**src/rtab_pkg.sv**
```systemverilog
/*
 * Replay table package
 * Field widths, dependency bit positions and the pop-try FSM state type
 */
package rtab_pkg;

    // Cache-line index width
    localparam int NLINE_W = 12;

    // Request id width
    localparam int ID_W = 8;

    // Number of dependency bits per entry
    localparam int DEP_W = 2;

    // Waiting for the refill of the same cache line
    localparam int DEP_MSHR_HIT = 0;

    // Waiting for the miss handler to become ready
    localparam int DEP_MSHR_READY = 1;

    // Pop-try FSM
    // HEAD offers list heads, NEXT and NEXT_WAIT walk a list toward its tail
    typedef enum logic [1:0] {
        POP_TRY_HEAD      = 2'd0,
        POP_TRY_NEXT      = 2'd1,
        POP_TRY_NEXT_WAIT = 2'd2
    } pop_state_e;

endpackage

```
**src/rtab_entry_store.sv**
```systemverilog
/*
 * Replay table entry array
 * Valid, head, tail and next-pointer state, allocation, check, commit and rollback
 */
`timescale 1ns/10ps

module rtab_entry_store #(
    parameter int N_ENTRIES = 8,
    localparam int PTR_W = $clog2(N_ENTRIES),
    localparam int CNT_W = $clog2(N_ENTRIES + 1)
) (
    input  logic                                   clk_i,
    input  logic                                   rst_ni,
    input  logic                                   alloc_i,
    input  logic                                   alloc_and_link_i,
    input  logic [rtab_pkg::NLINE_W-1:0]           alloc_nline_i,
    input  logic [rtab_pkg::ID_W-1:0]              alloc_id_i,
    input  logic                                   check_i,
    input  logic [rtab_pkg::NLINE_W-1:0]           check_nline_i,
    input  logic                                   pop_try_i,
    input  logic [PTR_W-1:0]                       pop_ptr_i,
    input  logic                                   pop_commit_i,
    input  logic [PTR_W-1:0]                       pop_commit_ptr_i,
    input  logic                                   pop_rback_i,
    input  logic [PTR_W-1:0]                       pop_rback_ptr_i,
    output logic                                   check_hit_o,
    output logic [rtab_pkg::NLINE_W-1:0]           pop_nline_o,
    output logic [rtab_pkg::ID_W-1:0]              pop_id_o,
    output logic [N_ENTRIES-1:0]                   head_ready_o,
    output logic [N_ENTRIES-1:0]                   tail_o,
    output logic [N_ENTRIES*PTR_W-1:0]             next_ptrs_o,
    output logic [N_ENTRIES*rtab_pkg::NLINE_W-1:0] entry_nlines_o,
    output logic [N_ENTRIES-1:0]                   alloc_slot_o,
    output logic                                   empty_o,
    output logic                                   full_o,
    output logic [CNT_W-1:0]                       usage_o
);
    import rtab_pkg::*;

    // Payload array
    logic [N_ENTRIES-1:0][NLINE_W-1:0] nline_q;
    logic [N_ENTRIES-1:0][ID_W-1:0]    id_q;

    // Control state
    logic [N_ENTRIES-1:0]              valid_q;
    logic [N_ENTRIES-1:0]              head_q;
    logic [N_ENTRIES-1:0]              tail_q;
    logic [N_ENTRIES-1:0][PTR_W-1:0]   next_q;

    logic                 alloc;
    logic [N_ENTRIES-1:0] free;
    logic [PTR_W-1:0]     alloc_ptr;
    logic [N_ENTRIES-1:0] alloc_set;
    logic [N_ENTRIES-1:0] check_hit;
    logic [N_ENTRIES-1:0] match_tail;
    logic [N_ENTRIES-1:0] try_bv;
    logic [N_ENTRIES-1:0] commit_bv;
    logic [N_ENTRIES-1:0] rback_bv;
    logic [N_ENTRIES-1:0] succ_bv;
    logic [N_ENTRIES-1:0] head_set;
    logic [N_ENTRIES-1:0] head_rst;
    logic [N_ENTRIES-1:0] tail_rst;

    assign alloc = alloc_i | alloc_and_link_i;

    // Lowest free entry, one-hot
    assign free         = ~valid_q;
    assign alloc_slot_o = free & ~(free - N_ENTRIES'(1));
    assign alloc_set    = alloc_slot_o & {N_ENTRIES{alloc}};

    always_comb begin : alloc_enc
        alloc_ptr = '0;
        for (int i = 0; i < N_ENTRIES; i++) begin
            if (alloc_slot_o[i]) begin
                alloc_ptr = PTR_W'(i);
            end
        end
    end

    // Overlap check against every valid entry
    for (genvar i = 0; i < N_ENTRIES; i++) begin : gen_check
        assign check_hit[i] = valid_q[i] && (nline_q[i] == check_nline_i);
    end
    assign check_hit_o = |check_hit;
    assign match_tail  = check_hit & tail_q;

    // Pointer decodes for pop try, commit and rollback
    assign try_bv    = {N_ENTRIES{pop_try_i}} & (N_ENTRIES'(1) << pop_ptr_i);
    assign commit_bv = {N_ENTRIES{pop_commit_i}} & (N_ENTRIES'(1) << pop_commit_ptr_i);
    assign rback_bv  = {N_ENTRIES{pop_rback_i}} & (N_ENTRIES'(1) << pop_rback_ptr_i);

    // Committing a non-tail hands the head over to its successor
    assign succ_bv = (pop_commit_i && !tail_q[pop_commit_ptr_i]) ?
                     (N_ENTRIES'(1) << next_q[pop_commit_ptr_i]) : '0;

    // Plain allocation opens a new list, a link entry starts without head
    assign head_set = (alloc_set & {N_ENTRIES{alloc_i}}) | rback_bv | succ_bv;
    // Pop try blocks rescheduling, even of a successor getting head this cycle
    assign head_rst = try_bv | commit_bv;
    assign tail_rst = (match_tail & {N_ENTRIES{alloc_and_link_i}}) | commit_bv;

    always_ff @(posedge clk_i or negedge rst_ni) begin : ctrl_ff
        if (!rst_ni) begin
            valid_q <= '0;
            head_q  <= '0;
            tail_q  <= '0;
            next_q  <= '0;
        end else begin
            valid_q <= (valid_q | alloc_set) & ~commit_bv;
            head_q  <= (head_q | head_set) & ~head_rst;
            tail_q  <= (tail_q | alloc_set) & ~tail_rst;
            // Old tail points to the linked entry
            for (int i = 0; i < N_ENTRIES; i++) begin
                if (alloc_and_link_i && match_tail[i]) begin
                    next_q[i] <= alloc_ptr;
                end
            end
        end
    end

    always_ff @(posedge clk_i) begin : payload_ff
        for (int i = 0; i < N_ENTRIES; i++) begin
            if (alloc_set[i]) begin
                nline_q[i] <= alloc_nline_i;
                id_q[i]    <= alloc_id_i;
            end
        end
    end

    // Offered entry data
    assign pop_nline_o = nline_q[pop_ptr_i];
    assign pop_id_o    = id_q[pop_ptr_i];

    assign head_ready_o   = valid_q & head_q;
    assign tail_o         = tail_q;
    assign next_ptrs_o    = next_q;
    assign entry_nlines_o = nline_q;

    // Status
    assign empty_o = ~|valid_q;
    assign full_o  = &valid_q;

    always_comb begin : usage_cnt
        usage_o = '0;
        for (int i = 0; i < N_ENTRIES; i++) begin
            usage_o = usage_o + CNT_W'(valid_q[i]);
        end
    end

    // A line has a single list, so a single tail
    assert property (@(posedge clk_i) disable iff (!rst_ni)
        check_i |-> $onehot0(match_tail))
        else $error("rtab: several tails match the checked nline");

    assert property (@(posedge clk_i) disable iff (!rst_ni)
        alloc |-> !full_o)
        else $error("rtab: allocation while full");

    assert property (@(posedge clk_i) disable iff (!rst_ni)
        alloc_and_link_i |-> (check_i && check_hit_o))
        else $error("rtab: link allocation without check hit");

    assert property (@(posedge clk_i) disable iff (!rst_ni)
        (pop_commit_i |-> valid_q[pop_commit_ptr_i]) and
        (pop_rback_i |-> valid_q[pop_rback_ptr_i]))
        else $error("rtab: commit or rollback of an invalid entry");

endmodule

```
**src/rtab_deps_tracker.sv**
```systemverilog
/*
 * Replay table dependency bits
 * Load on allocation and rollback, clear on refill and miss-handler ready
 */
`timescale 1ns/10ps

module rtab_deps_tracker #(
    parameter int N_ENTRIES = 8,
    localparam int PTR_W = $clog2(N_ENTRIES)
) (
    input  logic                                   clk_i,
    input  logic                                   rst_ni,
    input  logic [N_ENTRIES-1:0]                   alloc_slot_i,
    input  logic                                   alloc_i,
    input  logic                                   alloc_and_link_i,
    input  logic [rtab_pkg::DEP_W-1:0]             alloc_deps_i,
    input  logic                                   pop_rback_i,
    input  logic [PTR_W-1:0]                       pop_rback_ptr_i,
    input  logic [N_ENTRIES*rtab_pkg::NLINE_W-1:0] entry_nlines_i,
    input  logic                                   refill_i,
    input  logic [rtab_pkg::NLINE_W-1:0]           refill_nline_i,
    input  logic                                   miss_ready_i,
    output logic [N_ENTRIES-1:0]                   nodeps_o
);
    import rtab_pkg::*;

    logic [N_ENTRIES-1:0][DEP_W-1:0] deps_q;
    logic [N_ENTRIES-1:0]            load;
    logic [N_ENTRIES-1:0]            refill_hit;

    // Entries loaded this cycle, allocation slot or rolled-back entry
    assign load = (alloc_slot_i & {N_ENTRIES{alloc_i | alloc_and_link_i}}) |
                  ({N_ENTRIES{pop_rback_i}} & (N_ENTRIES'(1) << pop_rback_ptr_i));

    for (genvar i = 0; i < N_ENTRIES; i++) begin : gen_entry
        assign refill_hit[i] = refill_i &&
                               (entry_nlines_i[i*NLINE_W +: NLINE_W] == refill_nline_i);
        assign nodeps_o[i]   = ~|deps_q[i];
    end

    always_ff @(posedge clk_i or negedge rst_ni) begin : deps_ff
        if (!rst_ni) begin
            deps_q <= '0;
        end else begin
            for (int i = 0; i < N_ENTRIES; i++) begin
                // Load wins over a clear in the same cycle
                if (load[i]) begin
                    deps_q[i] <= alloc_deps_i;
                end else begin
                    if (refill_hit[i]) begin
                        deps_q[i][DEP_MSHR_HIT] <= 1'b0;
                    end
                    if (miss_ready_i) begin
                        deps_q[i][DEP_MSHR_READY] <= 1'b0;
                    end
                end
            end
        end
    end

    // Rollback and allocation share alloc_deps_i
    assert property (@(posedge clk_i) disable iff (!rst_ni)
        pop_rback_i |-> !(alloc_i || alloc_and_link_i))
        else $error("rtab: rollback during allocation");

endmodule

```
**src/rtab_pop_ctrl.sv**
```systemverilog
/*
 * Replay table pop control
 * Round-robin choice among ready list heads and the list-walk FSM
 */
`timescale 1ns/10ps

module rtab_pop_ctrl #(
    parameter int N_ENTRIES = 8,
    localparam int PTR_W = $clog2(N_ENTRIES)
) (
    input  logic                       clk_i,
    input  logic                       rst_ni,
    input  logic [N_ENTRIES-1:0]       head_ready_i,
    input  logic [N_ENTRIES-1:0]       nodeps_i,
    input  logic [N_ENTRIES-1:0]       tail_i,
    input  logic [N_ENTRIES*PTR_W-1:0] next_ptrs_i,
    input  logic                       pop_try_i,
    input  logic                       pop_rback_i,
    output logic                       pop_try_valid_o,
    output logic [PTR_W-1:0]           pop_ptr_o
);
    import rtab_pkg::*;

    pop_state_e           state_q, state_d;
    logic [PTR_W-1:0]     walk_ptr_q, walk_ptr_d;
    logic [PTR_W-1:0]     rr_q;
    logic [N_ENTRIES-1:0] ready;
    logic                 gnt_any;
    logic [PTR_W-1:0]     gnt_ptr;
    logic                 take_head;
    logic                 cur_is_tail;
    logic [PTR_W-1:0]     cur_next;

    // Replayable heads
    assign ready = head_ready_i & nodeps_i;

    // Round-robin search, starting just after the last granted entry
    always_comb begin : rr_pick
        int idx;
        gnt_any = 1'b0;
        gnt_ptr = '0;
        for (int k = 1; k <= N_ENTRIES; k++) begin
            idx = int'(rr_q) + k;
            if (idx >= N_ENTRIES) begin
                idx = idx - N_ENTRIES;
            end
            if (!gnt_any && ready[idx]) begin
                gnt_any = 1'b1;
                gnt_ptr = PTR_W'(idx);
            end
        end
    end

    // Entry on offer and where its list continues
    assign pop_ptr_o   = (state_q == POP_TRY_HEAD) ? gnt_ptr : walk_ptr_q;
    assign cur_is_tail = tail_i[pop_ptr_o];
    assign cur_next    = next_ptrs_i[pop_ptr_o*PTR_W +: PTR_W];

    always_comb begin : valid_comb
        case (state_q)
            POP_TRY_HEAD:      pop_try_valid_o = gnt_any;
            POP_TRY_NEXT:      pop_try_valid_o = 1'b1;
            POP_TRY_NEXT_WAIT: pop_try_valid_o = 1'b1;
            default:           pop_try_valid_o = 1'b0;
        endcase
    end

    always_comb begin : fsm_comb
        state_d    = state_q;
        walk_ptr_d = walk_ptr_q;
        take_head  = 1'b0;
        case (state_q)
            POP_TRY_HEAD: begin
                // A head taken off a longer list starts the walk
                if (pop_try_i && !pop_rback_i && gnt_any) begin
                    take_head = 1'b1;
                    if (!cur_is_tail) begin
                        state_d    = POP_TRY_NEXT;
                        walk_ptr_d = cur_next;
                    end
                end
            end
            POP_TRY_NEXT, POP_TRY_NEXT_WAIT: begin
                // Rollback of the previous member aborts the walk
                if (pop_rback_i && (state_q == POP_TRY_NEXT)) begin
                    state_d = POP_TRY_HEAD;
                end else if (pop_try_i) begin
                    if (cur_is_tail) begin
                        state_d = POP_TRY_HEAD;
                    end else begin
                        state_d    = POP_TRY_NEXT;
                        walk_ptr_d = cur_next;
                    end
                end else begin
                    // Hold the offered member until taken
                    state_d = POP_TRY_NEXT_WAIT;
                end
            end
            default: begin
                state_d = POP_TRY_HEAD;
            end
        endcase
    end

    always_ff @(posedge clk_i or negedge rst_ni) begin : fsm_ff
        if (!rst_ni) begin
            state_q    <= POP_TRY_HEAD;
            walk_ptr_q <= '0;
            rr_q       <= PTR_W'(N_ENTRIES - 1);
        end else begin
            state_q    <= state_d;
            walk_ptr_q <= walk_ptr_d;
            if (take_head) begin
                rr_q <= gnt_ptr;
            end
        end
    end

    assert property (@(posedge clk_i) disable iff (!rst_ni)
        pop_try_i |-> (pop_try_valid_o && !pop_rback_i))
        else $error("rtab: pop try while nothing offered or during rollback");

endmodule

```
**src/rtab_top.sv**
```systemverilog
/*
 * Replay table top level
 * Entry store, dependency tracker and pop controller
 */
`timescale 1ns/10ps

module rtab_top #(
    parameter int N_ENTRIES = 8,
    localparam int PTR_W = $clog2(N_ENTRIES),
    localparam int CNT_W = $clog2(N_ENTRIES + 1)
) (
    input  logic                         clk_i,
    input  logic                         rst_ni,
    // Allocation
    input  logic                         alloc_i,
    input  logic                         alloc_and_link_i,
    input  logic [rtab_pkg::NLINE_W-1:0] alloc_nline_i,
    input  logic [rtab_pkg::ID_W-1:0]    alloc_id_i,
    input  logic [rtab_pkg::DEP_W-1:0]   alloc_deps_i,
    // Check
    input  logic                         check_i,
    input  logic [rtab_pkg::NLINE_W-1:0] check_nline_i,
    output logic                         check_hit_o,
    // Pop, commit and rollback
    output logic                         pop_try_valid_o,
    input  logic                         pop_try_i,
    output logic [rtab_pkg::NLINE_W-1:0] pop_try_nline_o,
    output logic [rtab_pkg::ID_W-1:0]    pop_try_id_o,
    output logic [PTR_W-1:0]             pop_try_ptr_o,
    input  logic                         pop_commit_i,
    input  logic [PTR_W-1:0]             pop_commit_ptr_i,
    input  logic                         pop_rback_i,
    input  logic [PTR_W-1:0]             pop_rback_ptr_i,
    // Refill and miss handler events
    input  logic                         refill_i,
    input  logic [rtab_pkg::NLINE_W-1:0] refill_nline_i,
    input  logic                         miss_ready_i,
    // Status
    output logic                         empty_o,
    output logic                         full_o,
    output logic [CNT_W-1:0]             usage_o
);
    import rtab_pkg::*;

    logic [N_ENTRIES-1:0]         head_ready;
    logic [N_ENTRIES-1:0]         tail;
    logic [N_ENTRIES*PTR_W-1:0]   next_ptrs;
    logic [N_ENTRIES*NLINE_W-1:0] entry_nlines;
    logic [N_ENTRIES-1:0]         alloc_slot;
    logic [N_ENTRIES-1:0]         nodeps;

    rtab_entry_store #(
        .N_ENTRIES (N_ENTRIES)
    ) store_i (
        .clk_i            (clk_i),
        .rst_ni           (rst_ni),
        .alloc_i          (alloc_i),
        .alloc_and_link_i (alloc_and_link_i),
        .alloc_nline_i    (alloc_nline_i),
        .alloc_id_i       (alloc_id_i),
        .check_i          (check_i),
        .check_nline_i    (check_nline_i),
        .pop_try_i        (pop_try_i),
        .pop_ptr_i        (pop_try_ptr_o),
        .pop_commit_i     (pop_commit_i),
        .pop_commit_ptr_i (pop_commit_ptr_i),
        .pop_rback_i      (pop_rback_i),
        .pop_rback_ptr_i  (pop_rback_ptr_i),
        .check_hit_o      (check_hit_o),
        .pop_nline_o      (pop_try_nline_o),
        .pop_id_o         (pop_try_id_o),
        .head_ready_o     (head_ready),
        .tail_o           (tail),
        .next_ptrs_o      (next_ptrs),
        .entry_nlines_o   (entry_nlines),
        .alloc_slot_o     (alloc_slot),
        .empty_o          (empty_o),
        .full_o           (full_o),
        .usage_o          (usage_o)
    );

    rtab_deps_tracker #(
        .N_ENTRIES (N_ENTRIES)
    ) deps_i (
        .clk_i            (clk_i),
        .rst_ni           (rst_ni),
        .alloc_slot_i     (alloc_slot),
        .alloc_i          (alloc_i),
        .alloc_and_link_i (alloc_and_link_i),
        .alloc_deps_i     (alloc_deps_i),
        .pop_rback_i      (pop_rback_i),
        .pop_rback_ptr_i  (pop_rback_ptr_i),
        .entry_nlines_i   (entry_nlines),
        .refill_i         (refill_i),
        .refill_nline_i   (refill_nline_i),
        .miss_ready_i     (miss_ready_i),
        .nodeps_o         (nodeps)
    );

    rtab_pop_ctrl #(
        .N_ENTRIES (N_ENTRIES)
    ) pop_i (
        .clk_i           (clk_i),
        .rst_ni          (rst_ni),
        .head_ready_i    (head_ready),
        .nodeps_i        (nodeps),
        .tail_i          (tail),
        .next_ptrs_i     (next_ptrs),
        .pop_try_i       (pop_try_i),
        .pop_rback_i     (pop_rback_i),
        .pop_try_valid_o (pop_try_valid_o),
        .pop_ptr_o       (pop_try_ptr_o)
    );

endmodule

```
**config.mk**
```make
export PLATFORM = sky130hd
export DESIGN_NAME = rtab_top
export DESIGN_NICKNAME = d
export VERILOG_FILES = /design/src/rtab_pkg.sv /design/src/rtab_entry_store.sv /design/src/rtab_deps_tracker.sv /design/src/rtab_pop_ctrl.sv /design/src/rtab_top.sv
export SDC_FILE = /design/constraint.sdc
export NUM_CORES = 1
export LEC_CHECK = 0
export BUFFER_PORTS_ARGS = -buffer_cell sky130_fd_sc_hd__buf_4
export CAP_MARGIN = 20
export CORE_UTILIZATION = 62
export DETAILED_ROUTE_END_ITERATION = 10
export GPL_TIMING_DRIVEN = 1
export PLACE_DENSITY = 0.9
export SLEW_MARGIN = 20
export SYNTH_ARGS = -nofsm -noshare
export SYNTH_HDL_FRONTEND = slang
export SYNTH_SLANG_ARGS = --single-unit
```
**constraint.sdc**
```tcl
create_clock -name clk_i -period 6.6 [get_ports clk_i]
set_input_delay 0.99 -clock clk_i [delete_from_list [all_inputs] [get_ports clk_i]]
set_output_delay 0.99 -clock clk_i [all_outputs]
set_load 0.1 [all_outputs]
```
# Word-level counts from Yosys, hierarchy flattened
# Index checks and enable logic that the tools add are counted.
[totals]
output_inout_bits = 31
wordCells = 326
input_bits = 62
reg_bits = 232
[op_classes]
n_eq_ne = 22
n_addsub = 24
muxes = 98
multipliers = 1
reduce_logical = 85
shift = 5
bitwise_logic = 27
order_cmp = 18
[op_table]
columns = ["op", "count"]
rows = [
  ["$ge A32 B5 Y1 const B", 8],
  ["$lt A32 B5 Y1 const B", 8],
  ["$mux W32", 8],
  ["$sub A32 B5 Y32 const B", 8],
  ["$eq A12 B12 Y1", 16],
  ["$and A8 B8 Y8", 13],
  ["$or A8 B8 Y8", 8],
  ["$mux W3", 20],
  ["$not A8 Y8", 5],
  ["$mux W1", 39],
  ["$bmux W12 S3", 1],
  ["$logic_and A1 B1 Y1", 35],
  ["$reduce_bool A2 Y1", 17],
  ["$shl A1 B3 Y8 const A", 4],
  ["$bmux W1 S3", 10],
  ["$add A4 B1 Y4", 6],
  ["$bmux W8 S3", 1],
  ["$mux W2", 12],
  ["$shiftx A24 B6 Y3", 1],
  ["$logic_not A1 Y1", 18],
  ["$reduce_or A2 Y1", 9],
  ["$add A3 B3 Y4 const B", 4],
  ["$mux W8", 2],
  ["$reduce_or A8 Y1", 2],
  ["other kinds (21)", 25],
]

# Logic depth before layout (Yosys ltp)
[depth]
depth_word = 35
ltp_mapped = 18
depth_no_buf = 14

# By module
# Synthesis repeated with hierarchy kept, for this count alone.
[unflattened]
hier_cells = 1109
hier_area_um2 = 14015.9
[modules_own_cells]
columns = ["module", "cells_per_inst", "area_per_inst_um2", "n_inst", "seq_area_each_um2"]
rows = [
  ["rtab_entry_store", 651, 9964.6, 1, 6005.8],
  ["rtab_deps_tracker", 230, 2033.2, 1, 400.4],
  ["rtab_pop_ctrl", 228, 2018.2, 1, 203.9],
]

# Worst setup path before layout
# No wires, ideal clock.
[synth_timing]
path_kind = "flip-flop to output port"
start = "reg pop_i.rr_q[1]"
end = "out pop_try_nline_o[0] in the netlist's numbering"
path_slack_ns = -0.267
t_required_ns = 5.610
stages_incl_launch_ff = 17
n_path_buf = 4
arrival_time_ns = 5.877
path_cell_list = "dfstp_2 > buf_2 > inv_1 > ha_1 > clkbuf_1 > and2_1 > a22oi_1 > a21bo_2 > or3b_2 > a311oi_1 > a2111o_1 > mux2i_2 > inv_1 > buf_2 > clkbuf_1 > nor2_1 > o22ai_1"
[synth_between]
elab_chain_cells = 31
word_cells_on_any_way = 88
classes_between = "add/sub: 16; order compare: 8; mux: 50; reduce/logical: 14"
[synth_rtl]
columns = ["element", "line_no", "rtl"]
rows = [
  ["start, declared", "rtab_pop_ctrl.sv:26", "logic [PTR_W-1:0] rr_q;"],
  ["start signal, assigned", "rtab_pop_ctrl.sv:109", "rr_q <= PTR_W'(N_ENTRIES - 1);"],
  ["start signal, assigned", "rtab_pop_ctrl.sv:114", "rr_q <= gnt_ptr;"],
  ["$add A3 B1 Y4", "rtab_pop_ctrl.sv:43", "idx = int'(rr_q) + k;"],
  ["$sub A32 B5 Y32 / $ge A32 B5 Y1 (equally long branches)", "rtab_pop_ctrl.sv:45, rtab_pop_ctrl.sv:44", ""],
  ["$mux W32", "rtab_pop_ctrl.sv:44", "if (idx >= N_ENTRIES) begin"],
  ["$bmux W1 S3", "rtab_pop_ctrl.sv:47", "if (!gnt_any && ready[idx]) begin"],
  ["$mux W1 (not written as such) (2 in series)", "rtab_pop_ctrl.sv:47", ""],
  ["$mux W1", "rtab_pop_ctrl.sv:47", ""],
  ["$logic_not A1 Y1", "rtab_pop_ctrl.sv:47", ""],
  ["$logic_and A1 B1 Y1", "rtab_pop_ctrl.sv:47", ""],
  ["[... 15 more ...]", "-", ""],
  ["$mux W1", "rtab_pop_ctrl.sv:47", ""],
  ["$logic_not A1 Y1", "rtab_pop_ctrl.sv:47", ""],
  ["$logic_and A1 B1 Y1", "rtab_pop_ctrl.sv:47", ""],
  ["$mux W3 *", "rtab_pop_ctrl.sv:47", ""],
  ["$mux W3 *", "rtab_pop_ctrl.sv:55", "assign pop_ptr_o = (state_q == POP_TRY_HEAD) ? gnt_ptr : walk_ptr_q;"],
  ["named net pop_try_ptr_o[2]", "rtab_top.sv:29", "output logic [PTR_W-1:0] pop_try_ptr_o,"],
  ["$bmux W12 S3 *", "rtab_entry_store.sv:131", "assign pop_nline_o = nline_q[pop_ptr_i];"],
  ["$mux W12 (not written as such) *", "rtab_entry_store.sv:131", ""],
  ["end, declared", "rtab_top.sv:27", "output logic [rtab_pkg::NLINE_W-1:0] pop_try_nline_o,"],
]
# The timed path passes the listed nets; every way through them passes the cells marked *. The select of a mux whose other input is x is not followed.

# Final worst setup path
[layout_timing]
start = "reg pop_i.rr_q[0]"
end = "out pop_try_id_o[1] in the netlist's numbering"
[layout_between]
elab_chain_cells = 31
word_cells_on_any_way = 88
classes_between = "add/sub: 16; order compare: 8; mux: 50; reduce/logical: 14"
[layout_rtl]
columns = ["element", "line_no", "rtl"]
rows = [
  ["$add A3 B1 Y4", "rtab_pop_ctrl.sv:43", ""],
  ["$sub A32 B5 Y32 / $ge A32 B5 Y1 (equally long branches)", "rtab_pop_ctrl.sv:45, rtab_pop_ctrl.sv:44", ""],
  ["$mux W32", "rtab_pop_ctrl.sv:44", ""],
  ["$bmux W1 S3", "rtab_pop_ctrl.sv:47", ""],
  ["$mux W1 (not written as such) (2 in series)", "rtab_pop_ctrl.sv:47", ""],
  ["$mux W1", "rtab_pop_ctrl.sv:47", ""],
  ["$logic_not A1 Y1", "rtab_pop_ctrl.sv:47", ""],
  ["$logic_and A1 B1 Y1", "rtab_pop_ctrl.sv:47", ""],
  ["[... 14 more ...]", "-", ""],
  ["$logic_and A1 B1 Y1", "rtab_pop_ctrl.sv:47", ""],
  ["$mux W1", "rtab_pop_ctrl.sv:47", ""],
  ["$logic_not A1 Y1", "rtab_pop_ctrl.sv:47", ""],
  ["$logic_and A1 B1 Y1", "rtab_pop_ctrl.sv:47", ""],
  ["$mux W3 *", "rtab_pop_ctrl.sv:47", ""],
  ["$mux W3 *", "rtab_pop_ctrl.sv:55", ""],
  ["$bmux W8 S3 *", "rtab_entry_store.sv:132", "assign pop_id_o = id_q[pop_ptr_i];"],
  ["$mux W8 (not written as such) *", "rtab_entry_store.sv:132", ""],
  ["end, declared", "rtab_top.sv:28", "output logic [rtab_pkg::ID_W-1:0] pop_try_id_o,"],
]
# Every way passes the cells marked *; elsewhere a longest branch is shown, timed or not. The select of a mux whose other input is x is not followed.

==> results_dict.tcl <==
set metrics [dict create \
    seq_area_um2 6610 \
    port_buffers 91 \
    num_antenna_cells 0 \
    ys.flop_type "edfxtp_1" \
    clockBufferDepth 3 \
    fillers 1533 \
    multi_input_area_um2 6770 \
    cts_sinks 232 \
    required_ns 5.61 \
    hp-class "flip-flop to flip-flop" \
    nNetsFinal 1424 \
    hp-start "store_i.next_ptrs_o[7]" \
    yosysSeqAreaShare_pct 48.1 \
    die_w_um 151 \
    htreeDepth 1 \
    relSlewSlack_pct 22.5 \
    status "finished, final reports clean" \
    start_util_pct 63.2 \
    worst_slew_pin_slew_ns 1.16 \
    hpwlAfterDp_um 30700 \
    cap_violations 0 \
    crit_family "compound AO/OA/AOI/OAI gates" \
    yosysMostFrequentCell "nand2_1" \
    grt_pass1_wl_um 64500 \
    synthCells 1281 \
    fin_skew_ns 0.0165 \
    pre_cts_slack_ns 0.803 \
    layout_setup_ws_ns 0.224 \
    netlist_area_um2 13800 \
    place.gp.congestion 1.07 \
    worstSkewPairLatency_ns 0.54 \
    synth_cell_types 80 \
    setup_viol 0 \
    drive_gt1_share_pct 17.7 \
    drc 0 \
    syn_avg_cell_area_um2 10.7 \
    die_h_um 151 \
    antenna_found_initial 0 \
    first_pass_iters 6 \
    core_um2 21800 \
    cp-start-kind "flip-flop" \
    rows 54 \
    r2r_setup_slack_ns 1.67 \
    grt_pass1_vias 10800 \
    ys_warn_count 0 \
    synthArstFlopShare_pct 31.0 \
    fin_tns_setup_ns 0 \
    critPathSlowestCell "dfstp_2" \
    clockRootBuffer "clkbuf_16" \
    ys_top_cells_by_count "nand2_1, edfxtp_1, xor2_1, xnor2_1, dfrtp_1" \
    cts-hold-fix-buffers 0 \
    hold_viol_final 0 \
    grt_start_max_net_pins 73 \
    cts_made_buffers 25 \
    ant_nets 0 \
    wl_um 43100 \
    grt.total_usage_pct 38.7 \
    worstPathMaxFanout 30 \
    clock.fmax_ghz 0.157 \
    critPathMaxStageDelay_ns 0.70 \
    synthesis.nets 1358 \
    maxSlewViolCount 0 \
    cts_tree "done" \
    synth_top_area_share_pct 34.9 \
    final.min_clock_period_ns 6.38 \
    synth_largest_area_cell "edfxtp_1" \
    synth-edff-count 160 \
    ys_ff_latch 232 \
    ios 93 \
    grt_overflow 0 \
    via_per_inst 6.84 \
    finalCritPeriodShare_pct 96.6 \
    worstPathCellList "inv_2 -> ha_2 -> and2_1 -> a22oi_1 -> a21oi_1 -> or2_2 -> a211o_1 -> o211ai_1 -> a41o_2 -> clkinv_1 -> buf_4 -> a311o_1 -> nand2_1 -> buf_4" \
    synth_area_leaders "edfxtp_1, dfrtp_1, xor2_1, xnor2_1, nand2_1" \
    vias 11200 \
    critPathMostFrequentCell "buf_4" \
    worstPathArrival_ns 5.39 \
    wire_per_inst_um 26.2 \
    endpoint_kind "output port" \
    r2r_start "pop_i.rr_q[0]" \
    dieArea_um2 22800 \
    cts.reportedPaths.clkPinSlew_ns 0.07 \
    area_growth_syn_to_layout_pct 13.4 \
    rsz0062_at_grt "false" \
    dr.first_iter.drc_count 1304 \
    criticalPathCategory "flip-flop to output port" \
    cp-startpoint "pop_i.rr_q[0]" \
    path_buf_inv 4 \
]
## kinds of logic (layout without fill, tap and decap cells)
kind of cell | count (synthesis) | after routing | share of synthesized area [%]
flip-flops | 232 | 232 | 48.1
buffers and inverters | 106 | 189 | 3.21
AND/OR/NAND/NOR | 445 | 445 | 16.5
adder cells (fa/ha/maj) | 15 | 15 | 1.58
XOR/XNOR | 199 | 199 | 12.7
AO/OA/AOI/OAI | 218 | 218 | 11.4
multiplexers | 66 | 66 | 6.56
## through the flow
stage | util, % | instances | cell area (um2) | hold slack, ns
6_report | 71.7 | 1644 | 15600 | 0.526
3_5_place_dp | 67.6 | 1600 | 14700 | 0.509
5_1_grt | 71.7 | 1644 | 15600 | 0.530
2_1_floorplan | - | 1281 | 13800 | 0.465
3_3_place_gp | 67.6 | 1600 | 14700 | 0.480
4_1_cts | 71.6 | 1644 | 15600 | 0.522
## layout by cell type (no fill, tap or decap), drive strengths merged, types with 5 or more instances in the layout
cell type  synthesis  routed
o211ai             9       9
a21oi             31      31
a311o             26      26
ha                11      11
o21ai             57      57
nand2b            13      13
nand3             47      47
and3              32      32
inv               31      34
clkinv             1       9
bufinv             0       5
or2                9       9
nand4             26      26
xnor2             94      94
nor2b              8       8
edfxtp           160     160
nor3              18      18
o22ai              9       9
o21a               6       6
clkbuf            50      26
dfrtp             69      69
a311oi             6       6
o211a              6       6
a31o               8       8
xor2             105     105
and4bb             8       8
nand2            164     164
buf               24     113
a22oi              8       8
nor4              37      37
mux2i             22      22
a211oi            11      11
nor2              57      57
a22o               5       5
mux4              14      14
mux2              30      30
## state kept, by name (all words and copies together) (netlist names)
register,cells
deps_i.deps_q,16
store_i.head_q,8
store_i.valid_q,8
pop_i.walk_ptr_q,3
store_i.tail_o,8
store_i.next_ptrs_o,24
pop_i.rr_q,3
store_i.entry_nlines_o,96
store_i.id_q,64
pop_i.state_q,2
## layer usage
layer / track usage, % / wire, um / vias to the layer above
li1: - / - / 4853
met1: 51.8 / 16100 / 5430
met2: 61.3 / 19900 / 802
met3: 7.23 / 4890 / 156
met4: 18.1 / 2180 / 0
met5: 0 / 0 / -
## path summary, 6_finish.rpt
path                                               end  cells after the start
worst max register to register     pop_i.walk_ptr_q[1]                     15
worst min register to register  store_i.next_ptrs_o[7]                      1
worst max-delay path                   pop_try_id_o[1]                     14
worst min-delay path            store_i.next_ptrs_o[7]                      1
max in group asynchronous             pop_i.state_q[1]                      1
min in group asynchronous             deps_i.deps_q[4]                      1
## what timing repair did
action                                  CTS  global route
endpoints found under the setup margin    0            19
gates resized for setup                   0             4
buffers inserted                          0             0
## layout make-up
cell class | count | area share [%]
inverters | 32 | 0.770
clock inverters | 18 | 1.54
flip-flops and latches | 232 | 42.4
repair buffers | 113 | 5.60
well taps | 280 | 2.25
clock buffers | 26 | 4.04
multi-input cells | 943 | 43.4
Power is not shown: default switching activity piles up to over one toggle a cycle in this logic, so the estimate is an artifact.
